**src/program.hex**
```
// one 32-bit instruction word per line, ROM index 0 first
A0000000
A0000001
A0000002
A0000003
A0000004
A0000005
A0000006
A0000007
A0000008
A0000009
A000000A
A000000B
A000000C
A000000D
A000000E
A000000F
A0000010
A0000011
A0000012
A0000013
A0000014
A0000015
A0000016
A0000017
A0000018
A0000019
A000001A
A000001B
A000001C
A000001D
A000001E
A000001F

```
**src/rtl/fetch_pkg.sv**
```systemverilog
// ======================================
// shared definitions of the fetch front end
// holds the reset pc, ROM geometry, tag width,
// redirect and state encodings and the packed
// structs passed between controller, fetch unit,
// ROM and issue filter
// every user reaches these by fetch_pkg::name
// ======================================
`default_nettype none

package fetch_pkg;

    // ======================================
    // constants
    // ======================================
    localparam logic [31:0] START_ADDRESS = 32'h0000_0000;  // pc after reset and after sys_reset
    localparam int          IMEM_WORDS    = 32;             // instruction ROM depth in words
    localparam int          IMEM_AW       = 5;              // ROM index width, log2 of the depth
    localparam int          TAG_W         = 3;              // width of the path tag
    localparam logic [31:0] PC_STEP       = 32'd4;          // no compressed words, so pc steps by 4

    // ======================================
    // encodings
    // ======================================

    // cause of a pc redirect, in no particular priority order
    typedef enum logic [2:0] {
        RD_NONE,                                            // no redirect this cycle
        RD_JUMP,                                            // taken jump or branch
        RD_TRAP,                                            // exception, interrupt or misaligned target
        RD_MRET,                                            // return from machine trap to mepc
        RD_SYSRST                                           // synchronous system reset
    } redirect_kind_e;

    typedef enum logic [1:0] {
        FS_BOOT,                                            // first cycle after reset, nothing fetched
        FS_RUN,                                             // normal fetching, stall_i gates it
        FS_HOLD                                             // sys_reset held, fetch parked at start
    } ctrl_state_e;

    // ======================================
    // packed structs
    // ======================================

    // one redirect command from fetch_ctrl to fetch_pc
    typedef struct packed {
        logic           valid;                              // load target into pc at the next edge
        redirect_kind_e kind;                               // why the pc moves
        logic [31:0]    target;                             // new pc, always word aligned
    } redirect_t;

    // fetch request seen by the ROM and the filter
    typedef struct packed {
        logic [31:0]      addr;                             // byte address, equal to the current pc
        logic [TAG_W-1:0] tag;                              // path tag of this fetch
        logic             en;                               // the fetch stage advances at this edge
    } fetch_req_t;

    // word handed to decode
    typedef struct packed {
        logic             valid;                            // word belongs to the current path
        logic [31:0]      pc;                               // address the word came from
        logic [31:0]      instr;                            // raw instruction word
        logic [TAG_W-1:0] tag;                              // path tag it was fetched under
    } issue_t;

endpackage

`default_nettype wire
```
**src/rtl/fetch_top.sv**
```systemverilog
// ======================================
// fetch front end top level
// controller, fetch unit, instruction ROM and
// issue filter wired into one block
// an unstalled fetch reaches issue_o two enabled
// edges after its address is presented
// ======================================
`timescale 1ns/1ps
`default_nettype none

module fetch_top (
    input  logic              clk,
    input  logic              reset_n,
    input  logic              sys_reset_i,
    input  logic              jump_i,
    input  logic [31:0]       jump_target_i,
    input  logic              exception_i,
    input  logic              interrupt_ack_i,
    input  logic              mret_i,
    input  logic [31:0]       mtvec_i,
    input  logic [31:0]       mepc_i,
    input  logic              stall_i,
    output fetch_pkg::issue_t issue_o,
    output logic              trap_misaligned_o
);

    fetch_pkg::redirect_t        redir;               // winning redirect this cycle
    logic                        fetch_en;            // whole front end advances
    fetch_pkg::fetch_req_t       req;                 // current pc and tag
    logic [31:0]                 pc_q;                // pc of the word in the ROM register
    logic [fetch_pkg::TAG_W-1:0] tag_q;               // tag of that word
    logic                        redir_tag_valid;     // req.tag just changed
    logic [31:0]                 rdata;               // ROM word

    fetch_ctrl u_ctrl (
        .clk               (clk),
        .reset_n           (reset_n),
        .sys_reset_i       (sys_reset_i),
        .jump_i            (jump_i),
        .jump_target_i     (jump_target_i),
        .exception_i       (exception_i),
        .interrupt_ack_i   (interrupt_ack_i),
        .mret_i            (mret_i),
        .mtvec_i           (mtvec_i),
        .mepc_i            (mepc_i),
        .stall_i           (stall_i),
        .redir_o           (redir),
        .fetch_en_o        (fetch_en),
        .trap_misaligned_o (trap_misaligned_o)
    );

    fetch_pc u_pc (
        .clk               (clk),
        .reset_n           (reset_n),
        .redir_i           (redir),
        .fetch_en_i        (fetch_en),
        .req_o             (req),
        .pc_q_o            (pc_q),
        .tag_q_o           (tag_q),
        .redir_tag_valid_o (redir_tag_valid)
    );

    imem_rom u_rom (
        .clk     (clk),
        .req_i   (req),
        .rdata_o (rdata)
    );

    // the new path tag is the tag of the current request
    issue_filter u_filter (
        .clk             (clk),
        .reset_n         (reset_n),
        .fetch_en_i      (fetch_en),
        .pc_q_i          (pc_q),
        .tag_q_i         (tag_q),
        .rdata_i         (rdata),
        .new_tag_i       (req.tag),
        .new_tag_valid_i (redir_tag_valid),
        .issue_o         (issue_o)
    );

endmodule

`default_nettype wire

```
**src/rtl/issue_filter.sv**
```systemverilog
// ======================================
// issue filter
// registers the ROM word with its pc and tag and
// marks it valid only when the tag matches the
// current path, so wrong-path words never reach decode
// valid is dropped while the front end is stalled
// ======================================
`timescale 1ns/1ps
`default_nettype none

module issue_filter (
    input  logic                        clk,
    input  logic                        reset_n,
    input  logic                        fetch_en_i,       // stage advances at this edge
    input  logic [31:0]                 pc_q_i,           // pc of the word in rdata_i
    input  logic [fetch_pkg::TAG_W-1:0] tag_q_i,          // tag of the word in rdata_i
    input  logic [31:0]                 rdata_i,          // registered ROM word
    input  logic [fetch_pkg::TAG_W-1:0] new_tag_i,        // tag of the path now being fetched
    input  logic                        new_tag_valid_i,  // new_tag_i changed at the last edge
    output fetch_pkg::issue_t           issue_o
);

    logic [fetch_pkg::TAG_W-1:0] exp_q;                   // tag of the live path
    logic [fetch_pkg::TAG_W-1:0] exp_now;                 // includes a tag change arriving now
    logic                        valid_q;
    logic [31:0]                 pc_r;
    logic [31:0]                 instr_r;
    logic [fetch_pkg::TAG_W-1:0] tag_r;

    // the word in flight is judged against the newest tag, not the stored one
    assign exp_now = new_tag_valid_i ? new_tag_i : exp_q;

    // ======================================
    // control state
    // ======================================
    always_ff @(posedge clk or negedge reset_n) begin
        if (!reset_n) begin
            exp_q   <= '0;                                // matches the reset tag of fetch_pc
            valid_q <= 1'b0;
        end else begin
            if (new_tag_valid_i) begin
                exp_q <= new_tag_i;
            end
            if (fetch_en_i) begin
                valid_q <= (tag_q_i == exp_now);
            end else if (new_tag_valid_i) begin
                valid_q <= 1'b0;                          // a held word of the old path is dropped
            end
        end
    end

    // payload follows the fetch stage
    always_ff @(posedge clk) begin
        if (fetch_en_i) begin
            pc_r    <= pc_q_i;
            instr_r <= rdata_i;
            tag_r   <= tag_q_i;
        end
    end

    // ======================================
    // output to decode
    // ======================================
    always_comb begin
        issue_o.valid = valid_q && fetch_en_i;            // a held word is only taken once
        issue_o.pc    = pc_r;
        issue_o.instr = instr_r;
        issue_o.tag   = tag_r;
    end

endmodule

`default_nettype wire

```
**src/rtl/imem_rom.sv**
```systemverilog
// ======================================
// instruction ROM
// synchronous, word addressed, IMEM_WORDS deep
// image comes from program.hex at start of simulation
// output register loads only on an enabled fetch
// and keeps its word while the fetch stage holds
// ======================================
`timescale 1ns/1ps
`default_nettype none

module imem_rom (
    input  logic                  clk,
    input  fetch_pkg::fetch_req_t req_i,              // address and enable from fetch_pc
    output logic [31:0]           rdata_o             // word at req_i.addr one edge later
);

    logic [31:0] mem [0:fetch_pkg::IMEM_WORDS-1];     // ROM contents
    logic [fetch_pkg::IMEM_AW-1:0] index;             // word index, wraps every 128 bytes

    initial begin
        $readmemh("/design/src/program.hex", mem);
    end

    // byte offset bits are dropped, upper bits alias
    assign index = req_i.addr[fetch_pkg::IMEM_AW+1:2];

    always_ff @(posedge clk) begin
        if (req_i.en) begin
            rdata_o <= mem[index];
        end
    end

endmodule

`default_nettype wire

```
**src/rtl/fetch_pc.sv**
```systemverilog
// ======================================
// fetch unit
// holds the program counter and the path tag
// pc loads a redirect target at any edge and
// otherwise steps by 4 on enabled edges
// a fresh tag after each redirect lets the issue
// filter recognize words of an abandoned path
// ======================================
`timescale 1ns/1ps
`default_nettype none

module fetch_pc (
    input  logic                          clk,
    input  logic                          reset_n,
    input  fetch_pkg::redirect_t          redir_i,            // command from fetch_ctrl
    input  logic                          fetch_en_i,         // fetch stage advances
    output fetch_pkg::fetch_req_t         req_o,              // current pc and tag to ROM and filter
    output logic [31:0]                   pc_q_o,             // pc of the word now in the ROM output
    output logic [fetch_pkg::TAG_W-1:0]   tag_q_o,            // tag of that same word
    output logic                          redir_tag_valid_o   // req_o.tag was renewed at the last edge
);

    logic [31:0]                 pc;                  // address being fetched now
    logic [31:0]                 pc_q;                // follows the word through the ROM register
    logic [fetch_pkg::TAG_W-1:0] tag_cur;             // tag of the path that pc is on
    logic [fetch_pkg::TAG_W-1:0] tag_q;               // tag of the word in the ROM register
    logic                        redir_tag_valid_q;
    logic                        redirect;            // a real redirect is requested

    // a command without a cause is ignored
    assign redirect = redir_i.valid && (redir_i.kind != fetch_pkg::RD_NONE);

    // ======================================
    // pc control
    // ======================================
    always_ff @(posedge clk or negedge reset_n) begin
        if (!reset_n) begin
            pc <= fetch_pkg::START_ADDRESS;
        end else if (redirect) begin
            pc <= redir_i.target;                     // loads even while stalled
        end else if (fetch_en_i) begin
            pc <= pc + fetch_pkg::PC_STEP;
        end
    end

    // pc of the word that the ROM reads at this edge
    always_ff @(posedge clk) begin
        if (fetch_en_i) begin
            pc_q <= pc;
        end
    end

    // ======================================
    // tag calculator
    // ======================================
    always_ff @(posedge clk or negedge reset_n) begin
        if (!reset_n) begin
            tag_cur           <= '0;
            tag_q             <= '1;                  // the empty stage after reset never matches
            redir_tag_valid_q <= 1'b0;
        end else begin
            redir_tag_valid_q <= redirect;            // new tag is visible on req_o.tag now
            if (redirect) begin
                tag_cur <= tag_cur + 1'b1;
            end
            if (fetch_en_i) begin
                tag_q <= tag_cur;                     // old tag still rides with the last old word
            end
        end
    end

    // ======================================
    // outputs
    // ======================================
    assign req_o.addr        = pc;
    assign req_o.tag         = tag_cur;
    assign req_o.en          = fetch_en_i;
    assign pc_q_o            = pc_q;
    assign tag_q_o           = tag_q;
    assign redir_tag_valid_o = redir_tag_valid_q;

endmodule

`default_nettype wire

```
**src/rtl/fetch_ctrl.sv**
```systemverilog
// ======================================
// front-end controller
// ranks the pc redirect requests, turns misaligned
// targets into a trap to mtvec and runs the small
// boot / run / hold FSM that produces fetch_en
// purely combinational to redir_o and fetch_en_o
// ======================================
`timescale 1ns/1ps
`default_nettype none

module fetch_ctrl (
    input  logic                  clk,
    input  logic                  reset_n,
    input  logic                  sys_reset_i,          // level, parks fetch at START_ADDRESS
    input  logic                  jump_i,               // strobe from execute
    input  logic [31:0]           jump_target_i,
    input  logic                  exception_i,          // strobe, goes to mtvec
    input  logic                  interrupt_ack_i,      // strobe, goes to mtvec
    input  logic                  mret_i,               // strobe, goes to mepc
    input  logic [31:0]           mtvec_i,
    input  logic [31:0]           mepc_i,
    input  logic                  stall_i,              // level, holds the whole front end
    output fetch_pkg::redirect_t  redir_o,
    output logic                  fetch_en_o,
    output logic                  trap_misaligned_o     // one cycle after the offending request
);

    fetch_pkg::ctrl_state_e    state_q, state_d;
    fetch_pkg::redirect_kind_e sel_kind;                // winner of the priority ranking
    logic [31:0]               sel_target;              // target of the winner before the check
    logic                      misaligned;              // winner points off a word boundary

    // ======================================
    // state machine
    // ======================================
    always_comb begin
        state_d = state_q;
        case (state_q)
            fetch_pkg::FS_BOOT: state_d = sys_reset_i ? fetch_pkg::FS_HOLD : fetch_pkg::FS_RUN;
            fetch_pkg::FS_RUN:  if (sys_reset_i) state_d = fetch_pkg::FS_HOLD;
            fetch_pkg::FS_HOLD: if (!sys_reset_i) state_d = fetch_pkg::FS_RUN;
            default:            state_d = fetch_pkg::FS_BOOT;     // unused encoding recovers
        endcase
    end

    always_ff @(posedge clk or negedge reset_n) begin
        if (!reset_n) begin
            state_q           <= fetch_pkg::FS_BOOT;
            trap_misaligned_o <= 1'b0;
        end else begin
            state_q           <= state_d;
            trap_misaligned_o <= misaligned;                      // registered flag, one cycle wide
        end
    end

    // ======================================
    // redirect ranking
    // ======================================
    always_comb begin
        sel_kind   = fetch_pkg::RD_NONE;
        sel_target = fetch_pkg::START_ADDRESS;
        if (sys_reset_i) begin
            // only the entry cycle loads the pc, so the tag does not spin while held
            if (state_q != fetch_pkg::FS_HOLD) begin
                sel_kind   = fetch_pkg::RD_SYSRST;
                sel_target = fetch_pkg::START_ADDRESS;
            end
        end else if (mret_i) begin
            sel_kind   = fetch_pkg::RD_MRET;
            sel_target = mepc_i;
        end else if (exception_i || interrupt_ack_i) begin
            sel_kind   = fetch_pkg::RD_TRAP;
            sel_target = mtvec_i;
        end else if (jump_i) begin
            sel_kind   = fetch_pkg::RD_JUMP;
            sel_target = jump_target_i;
        end
    end

    // without compressed words any target off a 4-byte boundary traps
    assign misaligned = (sel_kind != fetch_pkg::RD_NONE) && (sel_target[1:0] != 2'b00);

    assign redir_o.valid  = (sel_kind != fetch_pkg::RD_NONE);
    assign redir_o.kind   = misaligned ? fetch_pkg::RD_TRAP : sel_kind;
    assign redir_o.target = misaligned ? mtvec_i : sel_target;

    // boot slot stays empty, sys_reset and stall freeze the fetch stage
    assign fetch_en_o = (state_q != fetch_pkg::FS_BOOT) && !sys_reset_i && !stall_i;

endmodule

`default_nettype wire

```
**config.mk**
```make
export PLATFORM = sky130hd
export DESIGN_NAME = fetch_top
export DESIGN_NICKNAME = d
export VERILOG_FILES = /design/src/rtl/fetch_pkg.sv /design/src/rtl/fetch_top.sv /design/src/rtl/issue_filter.sv /design/src/rtl/imem_rom.sv /design/src/rtl/fetch_pc.sv /design/src/rtl/fetch_ctrl.sv
export SDC_FILE = /design/constraint.sdc
export NUM_CORES = 1
export LEC_CHECK = 0
export ABC_AREA = 1
export BUFFER_PORTS_ARGS = -buffer_cell sky130_fd_sc_hd__buf_2
export CAP_MARGIN = 30
export CORE_AREA = 2 2 137 126
export CTS_BUF_LIST = sky130_fd_sc_hd__clkbuf_4 sky130_fd_sc_hd__clkbuf_8 sky130_fd_sc_hd__clkbuf_16
export DETAILED_ROUTE_END_ITERATION = 12
export DIE_AREA = 0 0 139 128
export GPL_TIMING_DRIVEN = 0
export RECOVER_POWER = 100
export SLEW_MARGIN = 20
export SYNTH_ARGS = -nofsm -noshare
export SYNTH_HDL_FRONTEND = slang
export SYNTH_SLANG_ARGS = --single-unit
```
**constraint.sdc**
```tcl
create_clock -name clk -period 3.2 [get_ports clk]
set_input_delay 0.32 -clock clk [delete_from_list [all_inputs] [get_ports clk]]
set_output_delay 0.32 -clock clk [all_outputs]
set_load 0.01 [all_outputs]
```
**Word level (Yosys, flattened, before mapping)**

Index checks and enable logic that the tools add are counted.

- Register bits after elaboration: 177
- Bits of input ports: 104

- Add/sub/neg operators: 2
- Equality and inequality tests: 6
- Muxes and demuxes: 20
- Reduce and logical (&&, ||, !) cells: 16

Operators by type and width:

| operator | number |
|---|---|
| 32-bit 2-to-1 mux | 7 |
| 32-bit by 3-bit adder with 32-bit output (second input constant) | 1 |
| 3-bit 2-to-1 mux | 6 |
| 2-bit nonzero test | 4 |
| 2-bit 2-to-1 mux | 3 |
| 2-bit != test (second input constant) | 3 |
| 2-bit one-hot mux with 3 select lines | 1 |
| 3-bit nonzero test | 2 |
| 1-bit logical AND | 5 |
| 3-bit by 1-bit adder with 3-bit output (second input constant) | 1 |
| 3-bit equality test | 1 |
| 1-bit 2-to-1 mux | 3 |
| 2-bit by 1-bit equality test with 1-bit output (second input constant) | 1 |
| 2-bit equality test (second input constant) | 1 |
| 1-bit zero test | 2 |
| 2-bit zero test | 1 |
| 2-bit AND reduction | 1 |
| 1-bit logical OR | 1 |

**Logic depth before layout (Yosys ltp)**

- Depth after elaboration: 10
- Mapped depth: 13
- Mapped depth without buffers: 13

**Hierarchy**

From an unflattened synthesis, not the netlist that was laid out.

- Cell total of the unflattened synthesis: 1,019
- Area, all modules: 8,034.0 um2

By module, submodules not included:

| module | times used | cells an instance | area an instance (um2) | seq. area each (um2) |
|---|---|---|---|---|
| fetch_pc | 1 | 444 | 3,642.2 | 1,940.6 |
| issue_filter | 1 | 109 | 2,272.2 | 2,112.0 |
| fetch_ctrl | 1 | 433 | 1,875.5 | 75.1 |
| imem_rom | 1 | 33 | 244.0 | 0.0 |

**Least setup slack after synthesis**

Ideal clock, no wire load.

- Path type: input to register
- Start: in sys_reset_i
- End: reg u_pc.pc[14]
- Setup time: 121 ps
- Arrival: 1,983 ps
- Required time: 3,079 ps
- Path slack: 1,096 ps
- Cell stages on the path: 7
- Path buffers: 0
- Path through: nor2_1 o21ai_2 inv_2 nand4_1 or2_2 nand2_1 nand2_1

- Elaborated cells on any way between the ends: 14
- Classes of those cells: mux: 5; reduce/logical: 9

RTL lines:

| item | RTL line | source |
|---|---|---|
| start: declaration | fetch_top.sv:14 | `input logic sys_reset_i,` |
| 1-bit zero test | -- |  |
| 1-bit logical AND (2 in a row) | fetch_ctrl.sv:88 | `assign fetch_en_o = (state_q != fetch_pkg::FS_BOOT) && !sys_reset_i && !stall_i;` |
| net fetch_en | fetch_top.sv:28 | `logic fetch_en;` |
| 2-bit nonzero test (no source line) | -- |  |
| end signal: assignment | fetch_pc.sv:38 | `pc <= fetch_pkg::START_ADDRESS;` |
| end signal: assignment | fetch_pc.sv:40 | `pc <= redir_i.target;` |
| end signal: assignment | fetch_pc.sv:42 | `pc <= pc + fetch_pkg::PC_STEP;` |
| end: declaration | fetch_pc.sv:23 | `logic [31:0] pc;` |

The timed path passes the listed nets, and every way through them passes these cells.
A chain may end at the register's enable or synchronous reset.

**Worst setup path in the final report**

- Start: reg u_ctrl.state_q[1]
- End: reg u_pc.pc[7]

- Elaborated cells on any way between the ends: 14
- Classes of those cells: eq/ne: 1; mux: 5; reduce/logical: 8

RTL lines:

| item | RTL line | source |
|---|---|---|
| start: declaration | fetch_ctrl.sv:28 | `fetch_pkg::ctrl_state_e state_q, state_d;` |
| start signal: assignment | fetch_ctrl.sv:48 | `state_q <= fetch_pkg::FS_BOOT;` |
| start signal: assignment | fetch_ctrl.sv:51 | `state_q <= state_d;` |
| 2-bit nonzero test | fetch_ctrl.sv:88 |  |
| 1-bit logical AND (2 in a row) | fetch_ctrl.sv:88 |  |
| net fetch_en | fetch_top.sv:28 |  |
| 2-bit nonzero test (no source line) | -- |  |

The timed path passes the listed nets, and every way through them passes these cells.

==> impl_metrics.ini <==
[layout]
final_common_cell = nand2_1
nets = 1120
area_growth_pct = 25.5
layout-drive-gt1-share_pct = 19.7
stdcell_count = 1238
final_cell_mix = nand2_1, buf_2, nor2_1, edfxtp_1, inv_1
antenna_cells = 0

[clock_network]
cts.sinks = 113
clk_latency_ns = 0.41
cts_buffer_depth = 2
cts_made_buffers = 17
clk_pin_slew_ns = 0.06
cts_tree = yes
cts_root_buf = clkbuf_16
h-tree-depth = 4
cts_setup_buffers = 0

[grt]
grt_antenna_before_repair = 0
grt_pass1_vias = 5459
globalRouteOverflowTotal = 0
grtUsageTotal_pct = 20.7
grt_first_pass_wirelength_mm = 28.5
grt_max_degree = 56

[timing]
max_freq_ghz = 0.429
fin_worst_skew_ns = 0.00698
tns_ns = 0
worst_pin_slew_ns = 1.36
report.final.slew_viol_count = 0
period_needed_ns = 2.33
finalHoldViolCount = 0
period_share_pct = 72.8
setup_viol = 0
rsz0062_at_grt = no
relSlewSlack_pct = 9.28

[power]
switchingPower_uw = 1300
power.share.clock_pct = 40.8
ir_drop_mv = 0.356
pwr-share-comb_pct = 16.8
p_seq_share_pct = 42.4
cellLeakagePower_uw = 0.00380
power.internal_uw = 3190
sw_frac_of_total_pct = 29.0
p_total_uw = 4490
p_per_area_nw_per_um2 = 555

[status]
status = finished, final reports clean

[routing]
dr.pass1.iters = 5
drc_errors = 0
drt_iter0_drc = 427
viasPerCell = 4.74
routedWlPerCell_um = 14.6
vias = 5870
finalWirelength_mm = 18.0
postRouteAntennaNets = 0

[setup_path]
required_ns = 3.49
endpoint_kind = register
cp-startpoint = u_ctrl.state_q[1]$_DFFE_PN0P_
critPathLaunchType = register
cp.arrival_ns = 2.62
path_max_fanout = 55
r2r_cells = 8
reg2reg_to = u_pc.pc[7]$_DFFE_PN0P_
path_class = register to register
crit_end = u_pc.pc[7]$_DFFE_PN0P_
rrSetupSlack_ns = 0.87
reg2reg_from = u_ctrl.state_q[1]$_DFFE_PN0P_

[floorplan]
die_width_um = 139
num_rows = 45
coreArea_um2 = 16400
fp.dieH_um = 128
pin_count = 173
dieArea_um2 = 17800
start_util_pct = 39.2

[synth]
synth_area_per_cell_um2 = 7.83
syn_inst = 822
syn_area_um2 = 6440
yosys.cell_types.count = 41
ys_ff_latch = 113
ys_seq_area_share_pct = 49.2
yosysWarnings = 0

[placed_design]
place_congestion = 0.908
numPortBuffers = 139
place_inst = 1205
place_hpwl_mm = 13.9

[min_path]
hp-class = input port to register

[run]
maxCapViolCount = 0
==> cell families after synthesis <==
kind of cell / synth area share [%]
adders and majority gates: 0.389
DFF: 49.2
xor gates and xnor gates: 1.09
buffers and inverters: 9.93
other: 0.0582
AOI/OAI and AO/OA: 6.55
and+or+nand+nor: 32.8
==> power by group through the flow <==
stage	registers, µW	clock network [µW]	logic (µW)
6_report	1900	1830	753
5_1_grt	1930	1940	858
4_1_cts	1910	1880	762
3_5_place_dp	1930	0	758
3_3_place_gp	1930	0	739
2_1_floorplan	1880	0	506
==> worst min path at each step <==
stage	from	to	slack [ns]	cells past startpoint
after floorplan	reset_n	u_ctrl.state_q[0]$_DFFE_PN0P_	0.02	0
after global placement	u_pc.pc_q_o[31]$_DFFE_PP_	u_filter.pc_r[31]$_DFFE_PP_	0.40	0
after detailed placement	reset_n	u_pc.pc[0]$_DFFE_PN0P_	0.34	1
after CTS	mtvec_i[10]	u_pc.pc[10]$_DFFE_PN0P_	0.11	3
after global routing	mtvec_i[10]	u_pc.pc[10]$_DFFE_PN0P_	0.14	3
final	mtvec_i[10]	u_pc.pc[10]$_DFFE_PN0P_	0.14	3
==> synthesized netlist by cell type <==
cell type  instances  area, µm²
o21ai_0           20        100
clkbuf_1           4       15.0
xnor2_1            2       17.5
nand2_8            1       20.0
ha_1               2       25.0
inv_4              1       6.26
nor2_8             1       20.0
nand2_1          338       1270
nand2_2            3       18.8
buf_4             39        293
nor2_1            77        289
nand3_1           48        240
edfxtp_1          67       2010
and2_4             1       8.76
buf_6              3       33.8
o31ai_1            1       7.51
or2_0              2       12.5
inv_1             52        195
o21ai_1            6       30.0
inv_2              6       22.5
or2_2              1       6.26
a21oi_1           38        190
o2bb2ai_1          1       8.76
and2_1             1       6.26
nor2_4             4       45.0
buf_1              1       3.75
dfstp_2            3       78.8
o21ai_2            1       8.76
nand4_1            6       37.5
nor2b_1            1       6.26
nand2_4            1       11.3
xor2_1             6       52.6
nand3b_1          15        113
nand3_2            1       10.0
o2111ai_1          1       8.76
o211ai_1           4       30.0
o21bai_1           3       22.5
dfrtp_1           43       1080
a21o_1             2       15.0
buf_2             14       70.1
conb_1             1       3.75
==> critical path, stage by stage (launching register included) <==
cell and delay [ns]:
dfrtp_1 0.42, o21ai_2 0.33, inv_4 0.20, buf_16 0.25
nor2_8 0.24, inv_1 0.15, clkbuf_1 0.27, o21ai_0 0.27
a21oi_1 0.06
==> area by class of cell <==
class / count / area (µm²)
Buffer: 61 / 403
Tap cell: 211 / 264
Clock buffer: 17 / 425
Inverter: 59 / 226
Timing Repair Buffer: 142 / 706
Clock inverter: 15 / 159
Multi-Input combinational cell: 620 / 2740
Sequential cell: 113 / 3170
Fill cell: 1703 / 8360
==> through the flow <==
step	util, %	setup WS [ns]	area (µm²)	hold WS [ns]
6_report	49.2	0.870	8090	0.139
5_1_grt	49.2	0.611	8090	0.140
4_1_cts	49.6	1.04	8160	0.115
3_5_place_dp	46.0	1.04	7570	0.339
3_3_place_gp	45.7	0.152	7520	0.402
2_1_floorplan	-	1.10	6560	0.0244
==> flip-flops by register name (all words and copies together), names as in the netlist <==
signal / flops
u_ctrl.state_q: 2
u_ctrl.trap_misaligned_o: 1
u_filter.exp_q: 3
u_filter.pc_r: 32
u_filter.tag_r: 3
u_filter.valid_q: 1
u_pc.pc: 32
u_pc.pc_q_o: 32
u_pc.redir_tag_valid_o: 1
u_pc.tag_cur: 3
u_pc.tag_q_o: 3
==> metal layers <==
layer,global-route usage (%),wire length (µm),vias to the layer above
li1,-,-,2967
met1,29.1,8300,2591
met2,32.0,7850,293
met3,4.33,1580,19
met4,7.13,280,0
met5,0,0,-
==> repair_timing <==
action	4_1_cts	5_1_grt
hold buffers	1	0
endpoints found under the hold margin	21	0
resized for setup	0	0
(Power assumes the default switching activity.)
